File: src/fpu_defines.svh
`ifndef FPU_DEFINES_SVH
`define FPU_DEFINES_SVH

// width of the tag the core attaches to a request
`define FPU_TAG_W 4

// request queue depth, also the core's starting credit count
`define FPU_REQ_DEPTH 4

// result queue depth
`define FPU_RES_DEPTH 2

// result slots owned by the writeback side
`define FPU_SINK_CREDITS 2

`endif

File: src/fpu_pkg.sv
`include "fpu_defines.svh"

package fpu_pkg;

  // ieee single precision word
  typedef logic [31:0] fp_word_t;

  typedef logic [`FPU_TAG_W-1:0] fp_tag_t;

  typedef enum logic [2:0] {
    OP_DIV   = 3'd0,
    OP_SGNJ  = 3'd1,
    OP_SGNJN = 3'd2,
    OP_SGNJX = 3'd3,
    OP_MIN   = 3'd4,
    OP_MAX   = 3'd5
  } fp_op_e;

  // request queue entry
  typedef struct packed {
    fp_op_e   op;
    fp_tag_t  tag;
    fp_word_t rs1;
    fp_word_t rs2;
  } fp_req_t;

  // result queue entry
  typedef struct packed {
    fp_tag_t  tag;
    fp_word_t rd;
  } fp_res_t;

endpackage

File: src/fp_credit_fifo.sv
module fp_credit_fifo #(
  parameter type T     = logic [31:0],
  parameter int  DEPTH = 4
) (
  input  logic clk,
  input  logic rst_n,
  input  logic push,
  input  T     push_data,
  input  logic pop,
  output T     pop_data,
  output logic not_empty,
  output logic not_full
);

  localparam int AW = (DEPTH > 1) ? $clog2(DEPTH) : 1;
  localparam int CW = $clog2(DEPTH + 1);

  T              mem [DEPTH];
  logic [AW-1:0] wr_ptr;
  logic [AW-1:0] rd_ptr;
  logic [CW-1:0] count;

  // wrap at DEPTH so non power of two depths work
  function automatic logic [AW-1:0] bump(input logic [AW-1:0] p);
    return (p == AW'(DEPTH - 1)) ? '0 : p + 1'b1;
  endfunction

  always_ff @(posedge clk) begin
    if (!rst_n) begin
      wr_ptr <= '0;
      rd_ptr <= '0;
      count  <= '0;
    end else begin
      if (push) wr_ptr <= bump(wr_ptr);
      if (pop) rd_ptr <= bump(rd_ptr);
      case ({push, pop})
        2'b10:   count <= count + 1'b1;
        2'b01:   count <= count - 1'b1;
        default: count <= count;
      endcase
    end
  end

  always_ff @(posedge clk) begin
    if (push) mem[wr_ptr] <= push_data;
  end

  assign pop_data  = mem[rd_ptr]; // head is visible without a pop
  assign not_empty = (count != '0);
  assign not_full  = (count != CW'(DEPTH));

endmodule

File: src/fp_result_port.sv
`include "fpu_defines.svh"

module fp_result_port (
  input  logic              clk,
  input  logic              rst_n,
  input  logic              push,
  input  fpu_pkg::fp_tag_t  push_tag,
  input  fpu_pkg::fp_word_t push_rd,
  output logic              room,
  input  logic              result_credit,
  output logic              result_valid,
  output fpu_pkg::fp_tag_t  result_tag,
  output fpu_pkg::fp_word_t rd
);

  localparam int CRED_W = $clog2(`FPU_SINK_CREDITS + 1);

  fpu_pkg::fp_res_t  in_res;
  fpu_pkg::fp_res_t  head;
  logic              send;
  logic              q_not_empty;
  logic              q_not_full;
  logic [CRED_W-1:0] credits;

  assign in_res = '{tag: push_tag, rd: push_rd};

  fp_credit_fifo #(
    .T     (fpu_pkg::fp_res_t),
    .DEPTH (`FPU_RES_DEPTH)
  ) u_res_q (
    .clk       (clk),
    .rst_n     (rst_n),
    .push      (push),
    .push_data (in_res),
    .pop       (send),
    .pop_data  (head),
    .not_empty (q_not_empty),
    .not_full  (q_not_full)
  );

  assign send = q_not_empty && (credits != '0);

  // a pending push needs a second free slot unless the queue drains or is empty
  assign room = q_not_full && (!push || send || !q_not_empty);

  always_ff @(posedge clk) begin
    if (!rst_n) begin
      credits <= CRED_W'(`FPU_SINK_CREDITS);
    end else begin
      case ({result_credit, send})
        2'b10:   credits <= credits + 1'b1;
        2'b01:   credits <= credits - 1'b1;
        default: credits <= credits; // return and send cancel
      endcase
    end
  end

  // outputs straight off the queue head and credit registers
  assign result_valid = send;
  assign result_tag   = head.tag;
  assign rd           = head.rd;

endmodule

File: config.mk
export PLATFORM = sky130hd
export DESIGN_NAME = fp_result_port
export DESIGN_NICKNAME = d
export VERILOG_FILES = /design/src/fpu_pkg.sv /design/src/fp_credit_fifo.sv /design/src/fp_result_port.sv
export VERILOG_INCLUDE_DIRS = /design/src
export SDC_FILE = /design/constraint.sdc
export NUM_CORES = 1
export LEC_CHECK = 0
export ABC_AREA = 0
export BUFFER_PORTS_ARGS = -buffer_cell sky130_fd_sc_hd__buf_2
export CORE_UTILIZATION = 51
export CTS_CLUSTER_DIAMETER = 30
export CTS_CLUSTER_SIZE = 30
export DETAILED_ROUTE_END_ITERATION = 8
export PLACE_DENSITY = 0.88
export REMOVE_ABC_BUFFERS = 1
export SYNTH_ARGS = -nofsm -noshare
export SYNTH_HDL_FRONTEND = slang
export SYNTH_SLANG_ARGS = --single-unit
export TNS_END_PERCENT = 50
File: constraint.sdc
create_clock -name clk -period 3.2 [get_ports clk]
set_clock_uncertainty 0.15 [all_clocks]
set_input_delay 0.32 -clock clk [delete_from_list [all_inputs] [get_ports clk]]
set_output_delay 0.32 -clock clk [all_outputs]
set_load 0.05 [all_outputs]
==> flow_summary.json <==
{
  "status": "finished clean",
  "drc_errors": 0,
  "critPathKind": "reg -> out",
  "worst_pin_slew_ns": 0.880,
  "synthArstFlopShare": 0,
  "fin_nets": 275,
  "synth_cells": 146,
  "nFillCells": 405,
  "viasPerCell": 4.98,
  "synth_commonest_cells": "72 x edfxtp_1, 36 x mux2_2, 7 x dfxtp_1, 5 x and2_1, 5 x xnor2_1",
  "clk_pin_slew_ns": 0.08,
  "cts_buffers": 9,
  "grt_pass1_wl_um": 7380,
  "ctsResizeCount": 0,
  "synth_seq_cells": 79,
  "p_sw_mw": 1.16,
  "ios": 78,
  "synthFlopType": "edfxtp_1",
  "power.share.clock": 0.222,
  "synth-edff-count": 72,
  "first_pass_iters": 4,
  "wl_per_cell_um": 15.8,
  "drt-total-wl_um": 4880,
  "maxCapViolCount": 0,
  "required_ns": 2.73,
  "root_buffer": "clkbuf_8",
  "synthDistinctLibCells": 17,
  "area_growth_pct": 23.3,
  "swShare": 0.374,
  "rsz0062_at_grt": "false",
  "grt_max_degree": 37,
  "clock_latency_ns": 0.33,
  "pwr-share-comb": 0.367,
  "first_global_vias": 1518,
  "synth-seq-area-share": 0.788,
  "end_kind": "output pin",
  "htreeDepth": 3,
  "cellPowerDensity_nw_per_um2": 864,
  "clock_sinks": 79,
  "setup_slack_ns": 0.836,
  "syn_area_um2": 2920,
  "antenna_cells": 0,
  "final_max_slew_viol_count": 0,
  "finalCritPeriodShare": 0.739,
  "num_vias": 1539,
  "yosysTopAreaCell": "edfxtp_1",
  "p_int_mw": 1.95,
  "startpoint_type": "register",
  "port_buffers": 77,
  "p_seq_frac": 0.412,
  "drt-initial-drc-count": 84,
  "timing.setup.tns_ns": 0,
  "setup_viol": 0,
  "chipHeight_um": 77.7,
  "antenna_found_initial": 0,
  "arrival_ns": 1.89,
  "die_w_um": 77.7,
  "num_rows": 27,
  "period_needed_ns": 2.36,
  "grt_remaining_overflow": 0,
  "cts_hold_buf": 0,
  "cts_tree": "built",
  "place.gp.congestion": 0.752,
  "final_layout_size_suffix_gt1_frac": 0.557,
  "design.core.area_um2": 5510,
  "hp-class": "in -> reg",
  "cts_buffer_depth": 2,
  "synth_most_common_cell": "edfxtp_1",
  "ant_nets": 0,
  "max_freq_mhz": 423,
  "initial_core_util": 0.530,
  "critPathMaxFanout": 24,
  "slew-limit-headroom": 0.413,
  "final_hold_viol_count": 0,
  "pre_cts_slack_ns": 1.18,
  "dp_hpwl_um": 3300,
  "die_area_um2": 6030,
  "cts_setup_buffers": 0,
  "p_leak_nw": 1.36,
  "ir_drop_mv": 0.589,
  "track_usage": 0.171,
  "yosys_warnings": 0,
  "syn-mean-instance-area_um2": 20.0,
  "synth_top_cell_area_share": 0.740,
  "synth_area_leaders": "edfxtp_1 74%, mux2_2 14%, dfxtp_1 4.8%"
}
metrics by stage:
step                      cell area (µm²)   util  total power, mW  instances  hold WS (ns)
final                                3600  0.654             3.11        309        0.0186
after global routing                 3600  0.654             3.23        309       0.00188
after CTS                            3600  0.654             3.14        309       0.00129
after detailed placement             3410  0.620             2.45        293         0.356
after global placement               3410  0.620             2.42        293         0.338
after floorplan                      2900      -             2.19        142         0.242
registers in the layout (all words and copies together) (netlist names), named ones only:
register and count:
u_res_q.mem 72, u_res_q.rd_ptr 1, credits 2, u_res_q.count 2, u_res_q.wr_ptr 1
power groups by stage:
stage / logic, mW / registers, mW / clock network, mW
global route: 1.20 / 1.29 / 0.743
floorplan: 0.868 / 1.32 / 0
CTS: 1.15 / 1.28 / 0.702
finish: 1.14 / 1.28 / 0.689
detailed placement: 1.15 / 1.30 / 0
global placement: 1.12 / 1.30 / 0
cell families (layout without fill, tap and decap cells):
| family | Yosys count | in the layout | share of synthesized area |
|---|---|---|---|
| multiplexers | 37 | 37 | 0.142 |
| AND/OR/NAND/NOR | 10 | 10 | 0.0201 |
| XOR/XNOR | 5 | 5 | 0.0150 |
| adder cells (fa/ha/maj) | 3 | 3 | 0.0129 |
| AO/OA/AOI/OAI | 5 | 5 | 0.0107 |
| flip-flops | 79 | 79 | 0.788 |
| buffers and inverters | 7 | 98 | 0.0107 |
final timing paths:
| check | startpoint | cells past startpoint | slack [ns] | to |
|---|---|---|---|---|
| hold reg to reg | credits[1] | 2 | 0.36 | credits[1] |
| setup / recovery | register | 3 | 0.84 | rd[2] |
| setup reg to reg | u_res_q.count[0] | 5 | 1.29 | u_res_q.count[1] |
| hold / removal | push_rd[8] | 1 | 0.02 | u_res_q.mem[0][8] |
placed cells by master, fill, tap and decap left out, drive strengths merged:
cell       n
nor2b      1
clkinv     4
and2       5
bufinv     1
o21a       1
a21boi     1
buf       79
nand3      1
clkbuf     9
o21ai      2
edfxtp    72
ha         3
o22ai      1
mux2i      1
dfxtp      7
clkinvlp   2
inv        3
mux2      36
nor2       1
or3        2
xnor2      5
cell type report:
cell class	count	area, µm²	area share
timing repair buffer	79	413	0.115
clock buffer	9	124	0.0344
multi-input combinational	60	596	0.165
tap	72	90.1	0.0250
clock inverter	7	63.8	0.0177
sequential	79	2300	0.640
inverter	3	11.3	0.00313
worst max-delay path: stages (launching register included):
cell and delay [ns]:
dfxtp_1 0.71, buf_12 0.26, mux2_2 0.37, buf_2 0.21
per-layer routing:
metal / global-route usage / vias up / wire length [µm]
li1: - / 728 / -
met1: 0.212 / 741 / 2070
met2: 0.274 / 62 / 2400
met3: 0.0424 / 8 / 334
met4: 0.0962 / 0 / 79
met5: 0 / - / 0
No activity file was read; power rests on OpenSTA's default activity.
