<file path="src/fp_credit_fifo.sv">
module fp_credit_fifo #(
  parameter type T     = logic [31:0],
  parameter int  DEPTH = 4
) (
  input  logic clk,
  input  logic rst_n,
  input  logic push,
  input  T     push_data,
  input  logic pop,
  output T     pop_data,
  output logic not_empty,
  output logic not_full
);

  localparam int AW = (DEPTH > 1) ? $clog2(DEPTH) : 1;
  localparam int CW = $clog2(DEPTH + 1);

  T              mem [DEPTH];
  logic [AW-1:0] wr_ptr;
  logic [AW-1:0] rd_ptr;
  logic [CW-1:0] count;

  // wrap at DEPTH so non power of two depths work
  function automatic logic [AW-1:0] bump(input logic [AW-1:0] p);
    return (p == AW'(DEPTH - 1)) ? '0 : p + 1'b1;
  endfunction

  always_ff @(posedge clk) begin
    if (!rst_n) begin
      wr_ptr <= '0;
      rd_ptr <= '0;
      count  <= '0;
    end else begin
      if (push) wr_ptr <= bump(wr_ptr);
      if (pop) rd_ptr <= bump(rd_ptr);
      case ({push, pop})
        2'b10:   count <= count + 1'b1;
        2'b01:   count <= count - 1'b1;
        default: count <= count;
      endcase
    end
  end

  always_ff @(posedge clk) begin
    if (push) mem[wr_ptr] <= push_data;
  end

  assign pop_data  = mem[rd_ptr]; // head is visible without a pop
  assign not_empty = (count != '0);
  assign not_full  = (count != CW'(DEPTH));

endmodule

</file>
<file path="config.mk">
export PLATFORM = sky130hd
export DESIGN_NAME = fp_credit_fifo
export DESIGN_NICKNAME = d
export VERILOG_FILES = /design/src/fp_credit_fifo.sv
export SDC_FILE = /design/constraint.sdc
export NUM_CORES = 1
export LEC_CHECK = 0
export BUFFER_PORTS_ARGS = -buffer_cell sky130_fd_sc_hd__clkbuf_2
export CORE_MARGIN = 4
export CORE_UTILIZATION = 56
export DETAILED_ROUTE_END_ITERATION = 8
export GPL_TIMING_DRIVEN = 0
export PLACE_DENSITY = 0.78
export RECOVER_POWER = 50
export SETUP_SLACK_MARGIN = 0.3
export SYNTH_ARGS = -nofsm -noshare
export SYNTH_HDL_FRONTEND = slang
export SYNTH_SLANG_ARGS = --single-unit
</file>
<file path="constraint.sdc">
create_clock -name clk -period 2.23 [get_ports clk]
set_input_delay 0.446 -clock clk [delete_from_list [all_inputs] [get_ports clk]]
set_output_delay 0.446 -clock clk [all_outputs]
set_load 0.05 [all_outputs]
</file>
==> results of run 1 <==
-- flip-flops by register name, summed over array words and instances (netlist names), named ones only --
register and flops:
mem 128, count 3, rd_ptr 2, wr_ptr 2
-- per-stage QoR --
stage / worst slack [ns] / total power, W
after floorplan: 0.4961 / 0.003564
after global placement: -0.1501 / 0.003742
after detailed placement: 0.1956 / 0.003761
after CTS: -0.09448 / 0.006445
after global routing: -0.1259 / 0.006708
final: -0.06053 / 0.006474
-- placed cells by master (no fill, tap or decap), drive strengths merged --
master / instances
bufinv: 1
mux4: 32
buf: 40
fa: 1
nor2b: 4
xor2: 1
dfxtp: 9
a21oi: 1
o21ai: 2
clkinvlp: 6
and2: 6
nand3: 1
xnor2: 1
nand2: 1
clkbuf: 58
o21a: 1
edfxtp: 128
nor3b: 2
a21boi: 1
inv: 12
or3: 2
clkinv: 2
ha: 6
mux2i: 2
-- worst max-delay path, cell delays in order (launching register included) --
cell,delay [ns]
dfxtp_2,0.34
buf_12,0.15
clkbuf_16,0.16
mux4_2,0.52
buf_8,0.17
-- cell type report --
| type | count | share of cell area, % |
|---|---|---|
| plain buffers | 7 | 1.451 |
| clock buffers | 17 | 6.322 |
| clock inverters | 15 | 2.101 |
| inverters | 6 | 0.3438 |
| multi-input cells | 64 | 15.07 |
| flip-flops and latches | 137 | 61.44 |
| well taps | 108 | 2.063 |
| repair buffers | 74 | 11.21 |
-- cell families (layout without fill, tap and decap cells) --
logic type / Yosys count / after routing / share of synthesized area, %
mux: 34 / 34 / 14.61
fa+ha+maj: 7 / 7 / 1.856
flops: 137 / 137 / 78.55
buf+inv: 13 / 119 / 2.125
simple gates: 16 / 16 / 1.929
compound gates: 5 / 5 / 0.5862
xor+xnor: 2 / 2 / 0.3420
-- power groups by stage --
stage               Sequential [W]  Clock (W)  Combinational (W)
floorplan                  0.00300          0           0.000561
global placement           0.00301          0           0.000734
detailed placement         0.00301          0           0.000747
CTS                        0.00296    0.00259           0.000893
global route               0.00297    0.00273            0.00100
finish                     0.00297    0.00255           0.000954
-- what timing repair did --
item | CTS | global route
setup endpoints to repair | 32 | 33
gates resized for setup | 69 | 33
buffers inserted | 2 | 0
cloned | 0 | 3
-- path summary, 6_finish.rpt --
path / slack [ns] / from / end
max: -0.06 / register / pop_data[0]
min: 0.19 / push_data[24] / mem[2][24]
max reg2reg: 0.50 / wr_ptr[0] / mem[3][25]
min reg2reg: 0.52 / count[2] / count[2]
-- per-layer routing --
| layer | track usage, % | vias to the layer above |
|---|---|---|
| li1 | - | 1082 |
| met1 | 22.31 | 1239 |
| met2 | 29.53 | 61 |
| met3 | 5.286 | 7 |
| met4 | 4.843 | 0 |
| met5 | 0 | - |
==> results.cfg, run 1 <==
[outcome]
status = complete, but fails checks
violations = negative setup slack

[clocking]
cts.sinks = 137
htreeDepth = 4
clk-insertion-delay-late_ns = 0.51
cts-root-buf = clkbuf_8
cts_hold_buf = 0
clockBufferDepth = 2
cts_buffers = 17
clk_pin_slew_ns = 0.06
cts_tree = done

[power_and_ir_drop]
max-vdd-ir-drop_mv = 0.5995
p_leak_nw = 2.205
combinationalPowerShare_pct = 14.7
switching_share_pct = 25.47
p_int_w = 0.004825
power.switching_w = 0.001649
p_clk_share_pct = 39.5
p_per_area_mw_per_mm2 = 988.2
p_seq_share_pct = 45.8

[grt]
grt_pass1_wl_mm = 14.13
grt_max_degree = 33
antenna_found_initial = 0
grt_util_all_layers_pct = 17.49
grt_pass1_vias = 2549
gr-total-overflow = 0

[sta]
finalHoldViolCount = 0
rsz0062_at_grt = true
holdWs_ns = 0.1935
worst_slew_pin_slew_ns = 0.8926
setup_viol = 32
drv_slew = 0
slew_headroom_pct = 40.50
fmax_ghz = 0.4366
min_period_ns = 2.291
finalWorstSetupSlack_ns = -0.06053
finalCritPeriodShare_pct = 102.7
fin_skew_ns = 0.007771
setup_tns_ns = -1.293

[floorplanning]
io-pin-count = 70
die_x_um = 103.6
row_count = 34
design.core.area_mm2 = 0.008806
die_h_um = 103.6
die_area_mm2 = 0.01074
start_util_pct = 58.17

[layout]
finish.utilization_pct = 74.40
regArea_mm2 = 0.004025
drive_gt1_share_pct = 35.94
fin_cells = 428
multi_input_area_um2 = 987.2
syn_to_final_growth_pct = 27.89
layout.nets = 350
final_area_mm2 = 0.006551
fillCellCount = 506
num_antenna_cells = 0

[drt]
viasPerCell = 5.582
dr.max_layer_used = met4
ant_nets = 0
m1WireLength_mm = 3.979
dr.pass1.iters = 4
met2_length_mm = 4.878
vias = 2389
wl_per_cell_um = 21.72
drt_iter0_markers = 115
met3_length_um = 364
routed_wirelength_mm = 9.296
drc = 0

[worst_setup_path]
crit_path_max_fanout = 8
cp-start-kind = register
critPathRequiredTime_ns = 1.78
crit_arrival_ns = 1.84
end_kind = output pin
path_class = register to output pin
rr_worst_depth = 2

[synth]
synth-seq-cells = 137
synthTopCellsByArea = edfxtp_1, mux4_2, dfxtp_1
synth-edff-count = 128
synthTopCellsByCount = edfxtp_1, mux4_2, dfxtp_1
synth.most_common_cell = edfxtp_1
synth-async-reset-ratio_pct = 0
ys.flop_type = edfxtp_1
yosys.area.top_type = edfxtp_1
synth_top_area_share_pct = 75.04
synthesis.nets = 257
ys_warn_count = 0
avgSynthCellArea_um2 = 23.94
yosysSeqAreaShare_pct = 78.55
synth_area_mm2 = 0.005122
synth_cell_types = 23
syn_inst = 214

[placed_design]
placed_area_mm2 = 0.005608
dp_hpwl_mm = 4.933
globalplace.congestion = 0.7025
io_buffers = 69
place_inst = 391

[hold_path]
min_path_type = input pin to register
whs_path_depth = 1

[job]
maxCapViolCount = 0
(Power assumes the default switching activity.)
==> run 2, diff against run 1 <==
--- a/config.mk
+++ b/config.mk
@@ -8,6 +8,7 @@
 export BUFFER_PORTS_ARGS = -buffer_cell sky130_fd_sc_hd__clkbuf_2
 export CORE_MARGIN = 4
 export CORE_UTILIZATION = 56
+export CTS_BUF_LIST = sky130_fd_sc_hd__clkbuf_16
 export DETAILED_ROUTE_END_ITERATION = 8
 export GPL_TIMING_DRIVEN = 0
 export PLACE_DENSITY = 0.78
==> run 2 against run 1 <==
- the flow now finishes without violations
- clock skew fell by 0.0015 ns
- register-to-register slack is essentially flat
- final cell count stayed put
- flip-flop and latch count unchanged
- global-route usage about the same
- non-clock buffer count did not move
- count of clock-buffer cells in the layout stayed put
- worst setup slack improved by 0.077 ns
- critical endpoint is now pop_data[7]
==> results.cfg, run 2 (synthesis results as in run 1) <==
[layout]
layout.nets = 350
largest_reg_flops = 128
num_antenna_cells = 0
finish.utilization_pct = 74.52
syn_to_final_growth_pct = 28.11
layout_commonest_cell = edfxtp_1
largest_registers = mem: 128 flops, count: 3 flops
final_cell_mix = edfxtp_1, clkbuf_1, mux4_2, buf_8, clkbuf_16
regMostFlops = mem
fin_cells = 428
drive_gt1_share_pct = 35.94

[hold_path]
whs_path_depth = 1
min_path_type = input pin to register
worstHoldEndpoint = mem[1][1]
hp-start = push_data[1]

[worst_setup_path]
reg2reg_from = wr_ptr[0]
rr_worst_depth = 2
crit_path_max_fanout = 8
path_depth = 4
slowest_delay_ns = 0.53
cp_slowest_cell = mux4_2
end_kind = output pin
regToRegSetupSlack_ns = 0.50
worstPathCellList = buf_12, clkbuf_16, mux4_2, buf_8
path_class = register to output pin
cp-start-kind = register
critPathRequiredTime_ns = 1.78
cp_num_buf_inv = 3
reg2reg_to = mem[3][17]
crit_family = multiplexers
crit_arrival_ns = 1.77

[power_and_ir_drop]
p_leak_nw = 2.209
p_clk_share_pct = 40.0
max-vdd-ir-drop_mv = 0.5965
p_seq_share_pct = 45.4
combinationalPowerShare_pct = 14.6
power.switching_w = 0.001649
switching_share_pct = 25.25
p_per_area_mw_per_mm2 = 995.0
p_int_w = 0.004881

[drt]
routed_wirelength_mm = 9.277
dr.pass1.iters = 4
ant_nets = 0
vias = 2367
drt_iter0_markers = 114
drc = 0
wl_per_cell_um = 21.68
viasPerCell = 5.530

[grt]
grt_pass1_vias = 2537
gr-total-overflow = 0
grt_max_degree = 33
grt_util_all_layers_pct = 17.47
antenna_found_initial = 0
grt_pass1_wl_mm = 14.16

[floorplanning]
start_util_pct = 58.17
design.core.area_mm2 = 0.008806
die_area_mm2 = 0.01074
io-pin-count = 70
die_x_um = 103.6
row_count = 34
die_h_um = 103.6

[sta]
finalHoldViolCount = 0
fin_skew_ns = 0.006271
slew_headroom_pct = 40.86
worst_slew_pin_slew_ns = 0.8872
finalCritPeriodShare_pct = 99.27
drv_slew = 0
min_period_ns = 2.214
setup_viol = 0
fmax_ghz = 0.4517
rsz0062_at_grt = true

[clocking]
cts_buffers = 17
clockBufferDepth = 2
cts_hold_buf = 0
htreeDepth = 4
clk_pin_slew_ns = 0.06
cts_tree = done
clk-insertion-delay-late_ns = 0.40
cts.sinks = 137
cts-root-buf = clkbuf_16

[job]
maxCapViolCount = 0

[placed_design]
io_buffers = 69
globalplace.congestion = 0.7025
place_inst = 391
dp_hpwl_mm = 4.933

[outcome]
status = completed
==> run 2: how the worst max path moves through the flow <==
stage / to / slack (ns)
floorplan: mem[3][0] / 0.50
global placement: mem[2][7] / -0.15
detailed placement: count[2] / 0.20
CTS: pop_data[28] / 0.01
global route: pop_data[7] / -0.03
finish: pop_data[7] / 0.02
==> run 2: stage by stage <==
stage	worst slack (ns)	power, W	setup TNS, ns	area (µm²)	hold slack (ns)
final	0.01617	0.006529	0	6563	0.2938
after global routing	-0.03241	0.006759	-0.1606	6563	0.3039
after CTS	0.01075	0.006500	0	6482	0.2444
after detailed placement	0.1956	0.003761	0	5608	0.5258
after global placement	-0.1501	0.003742	-17.73	5603	0.4889
after floorplan	0.4961	0.003564	0	5122	0.4723
==> run 2: area by class of cell <==
type                            instances  area [µm²]
Buffer                                  7       95.09
Clock buffer                           17       425.4
Clock inverter                         15       137.6
Fill cell                             501        2243
Inverter                                6       22.52
Multi-Input combinational cell         64       987.2
Sequential cell                       137        4025
Tap cell                              108       135.1
Timing Repair Buffer                   74       734.5
==> run 2: power by group through the flow <==
| stage | clock [W] | sequential [W] | combinational, W |
|---|---|---|---|
| floorplan | 0 | 0.00300 | 0.000561 |
| global placement | 0 | 0.00301 | 0.000734 |
| detailed placement | 0 | 0.00301 | 0.000747 |
| CTS | 0.00264 | 0.00296 | 0.000893 |
| global route | 0.00278 | 0.00297 | 0.00100 |
| finish | 0.00261 | 0.00297 | 0.000954 |
==> run 2: layer usage <==
metal	wire, µm	vias to the layer above	track usage, %
met4	108	0	4.558
met1	3789	1215	22.70
met5	0	-	0
met3	367	12	5.286
li1	-	1077	-
met2	5012	63	29.21
==> run 2: timing repair <==
item	in CTS	in global routing
buffers inserted	2	0
cloned	0	3
setup endpoints to repair	32	32
gates resized for setup	69	32
==> run 3, diff against run 2 <==
--- a/config.mk
+++ b/config.mk
@@ -13,7 +13,7 @@
 export GPL_TIMING_DRIVEN = 0
 export PLACE_DENSITY = 0.78
 export RECOVER_POWER = 50
-export SETUP_SLACK_MARGIN = 0.3
+export SETUP_SLACK_MARGIN = 0.2
 export SYNTH_ARGS = -nofsm -noshare
 export SYNTH_HDL_FRONTEND = slang
 export SYNTH_SLANG_ARGS = --single-unit
==> run 3 against run 2 <==
- first-iteration DRC count grew 32%
- highest routed layer unchanged
- utilization shrank 0.11 points
- maximum frequency grew 1.0%
- count of clock-buffer cells in the layout is the same
- design area shrank 0.15%
- clock power is essentially flat
- sequential share of layout area grew 0.094 points
- die area is the same
- clock skew is essentially flat
- sequential power is essentially flat
- global-route usage shrank 0.11 points
- final cell count is the same
- largest power group unchanged
==> results.cfg, run 3 (synthesis results as in run 1) <==
[layout]
largest_reg_flops = 128
final_area_mm2 = 0.006553
final_cell_mix = edfxtp_1, clkbuf_1, mux4_2, buf_8, clkbuf_16
regMostFlops = mem
num_antenna_cells = 0
syn_to_final_growth_pct = 27.92
drive_gt1_share_pct = 35.94
layout.nets = 350
fillCellCount = 509
layout_commonest_cell = edfxtp_1
largest_registers = mem: 128 flops, count: 3 flops

[drt]
drc = 0
routed_wirelength_mm = 9.118
dr.pass1.iters = 4
vias = 2363
drt_iter0_markers = 150
viasPerCell = 5.521
ant_nets = 0
wl_per_cell_um = 21.30

[placed_design]
dp_hpwl_mm = 4.933
post-place-ws_ns = 0.1956
globalplace.congestion = 0.7025
io_buffers = 69
placed_area_mm2 = 0.005608

[job]
maxCapViolCount = 0

[sta]
drv_slew = 0
fin_skew_ns = 0.005836
min_period_ns = 2.191
rsz0062_at_grt = true
finalCritPeriodShare_pct = 98.26
slew_headroom_pct = 39.99
fmax_ghz = 0.4564
finalHoldViolCount = 0
finalWorstSetupSlack_ns = 0.03872
worst_slew_pin_slew_ns = 0.9001
setup_viol = 0

[clocking]
cts_buffers = 17
clk-insertion-delay-late_ns = 0.40
cts-root-buf = clkbuf_16
clk_pin_slew_ns = 0.06
clockBufferDepth = 2
cts_tree = done
cts.sinks = 137
htreeDepth = 4

[floorplanning]
design.core.area_mm2 = 0.008806
io-pin-count = 70
die_h_um = 103.6
row_count = 34
die_x_um = 103.6
start_util_pct = 58.17
die_area_mm2 = 0.01074

[power_and_ir_drop]
p_per_area_mw_per_mm2 = 993.2
max-vdd-ir-drop_mv = 0.6002
p_leak_nw = 2.205

[grt]
grt_pass1_vias = 2527
grt_max_degree = 33
grt_util_all_layers_pct = 17.36
grt_pass1_wl_mm = 14.06
antenna_found_initial = 0
gr-total-overflow = 0

[worst_setup_path]
cp-start-kind = register
path_common_cell = buf_12
slowest_delay_ns = 0.55
cp_num_buf_inv = 3
crit_arrival_ns = 1.75
end_kind = output pin
worstPathCellList = buf_12, buf_12, mux4_2, buf_8
crit_family = multiplexers
crit_path_max_fanout = 8
cp_slowest_cell = mux4_2
path_class = register to output pin
critPathRequiredTime_ns = 1.78

[hold_path]
min_path_type = input pin to register

[outcome]
status = completed
-- run 3: cell types whose count changed in the layout (fill, tap and decap cells not counted) --
cell,previous run,this run
clkbuf_16,22,21
buf_8,30,31
-- run 3: layout make-up --
| class | instances | area, µm² | share of cell area, % |
|---|---|---|---|
| clock inverter | 15 | 137.6 | 2.100 |
| tap | 108 | 135.1 | 2.062 |
| inverter | 6 | 22.52 | 0.3437 |
| sequential | 137 | 4025 | 61.43 |
| clock buffer | 17 | 425.4 | 6.492 |
| buffer | 7 | 95.09 | 1.451 |
| timing repair buffer | 74 | 724.4 | 11.06 |
| multi-input combinational | 64 | 987.2 | 15.07 |
-- run 3: path summary, 6_finish.rpt --
check | start | to | slack [ns] | depth (start not counted)
max | register | pop_data[28] | 0.04 | 4
min | push_data[24] | mem[0][24] | 0.30 | 1
max reg2reg | wr_ptr[0] | mem[3][17] | 0.49 | 2
min reg2reg | count[2] | count[2] | 0.52 | 2
-- run 3: what timing repair did --
action / CTS / global route
hold buffers: 0 / 0
resized for setup: 67 / 34
setup buffers: 1 / 1
setup endpoints to repair: 32 / 32
gates cloned: 0 / 3
-- run 3: power by group --
group | leakage (nW) | switching (W) | internal (W)
clock | 0.256 | 0.00105 | 0.00155
sequential | 1.25 | 0.0000366 | 0.00293
combinational | 0.698 | 0.000549 | 0.000401
-- run 3: per-layer routing --
layer  vias up  part of all wire, %  global-route usage [%]
li1       1077                    -                       -
met1      1214                   42                   22.31
met2        64                   53                   29.25
met3         8                  4.1                   5.286
met4         0                 0.90                   4.558
met5         -                    0                       0
-- run 3: per-stage QoR --
step	std cells	power, W	TNS [ns]	hold slack (ns)	utilization [%]
finish	428	0.006508	0	0.2962	74.41
global route	428	0.006753	-0.09447	0.2862	74.41
CTS	424	0.006492	0	0.2444	73.44
detailed placement	391	0.003761	0	0.5258	63.68
global placement	391	0.003742	-17.73	0.4889	63.63
floorplan	214	0.003564	0	0.4723	-
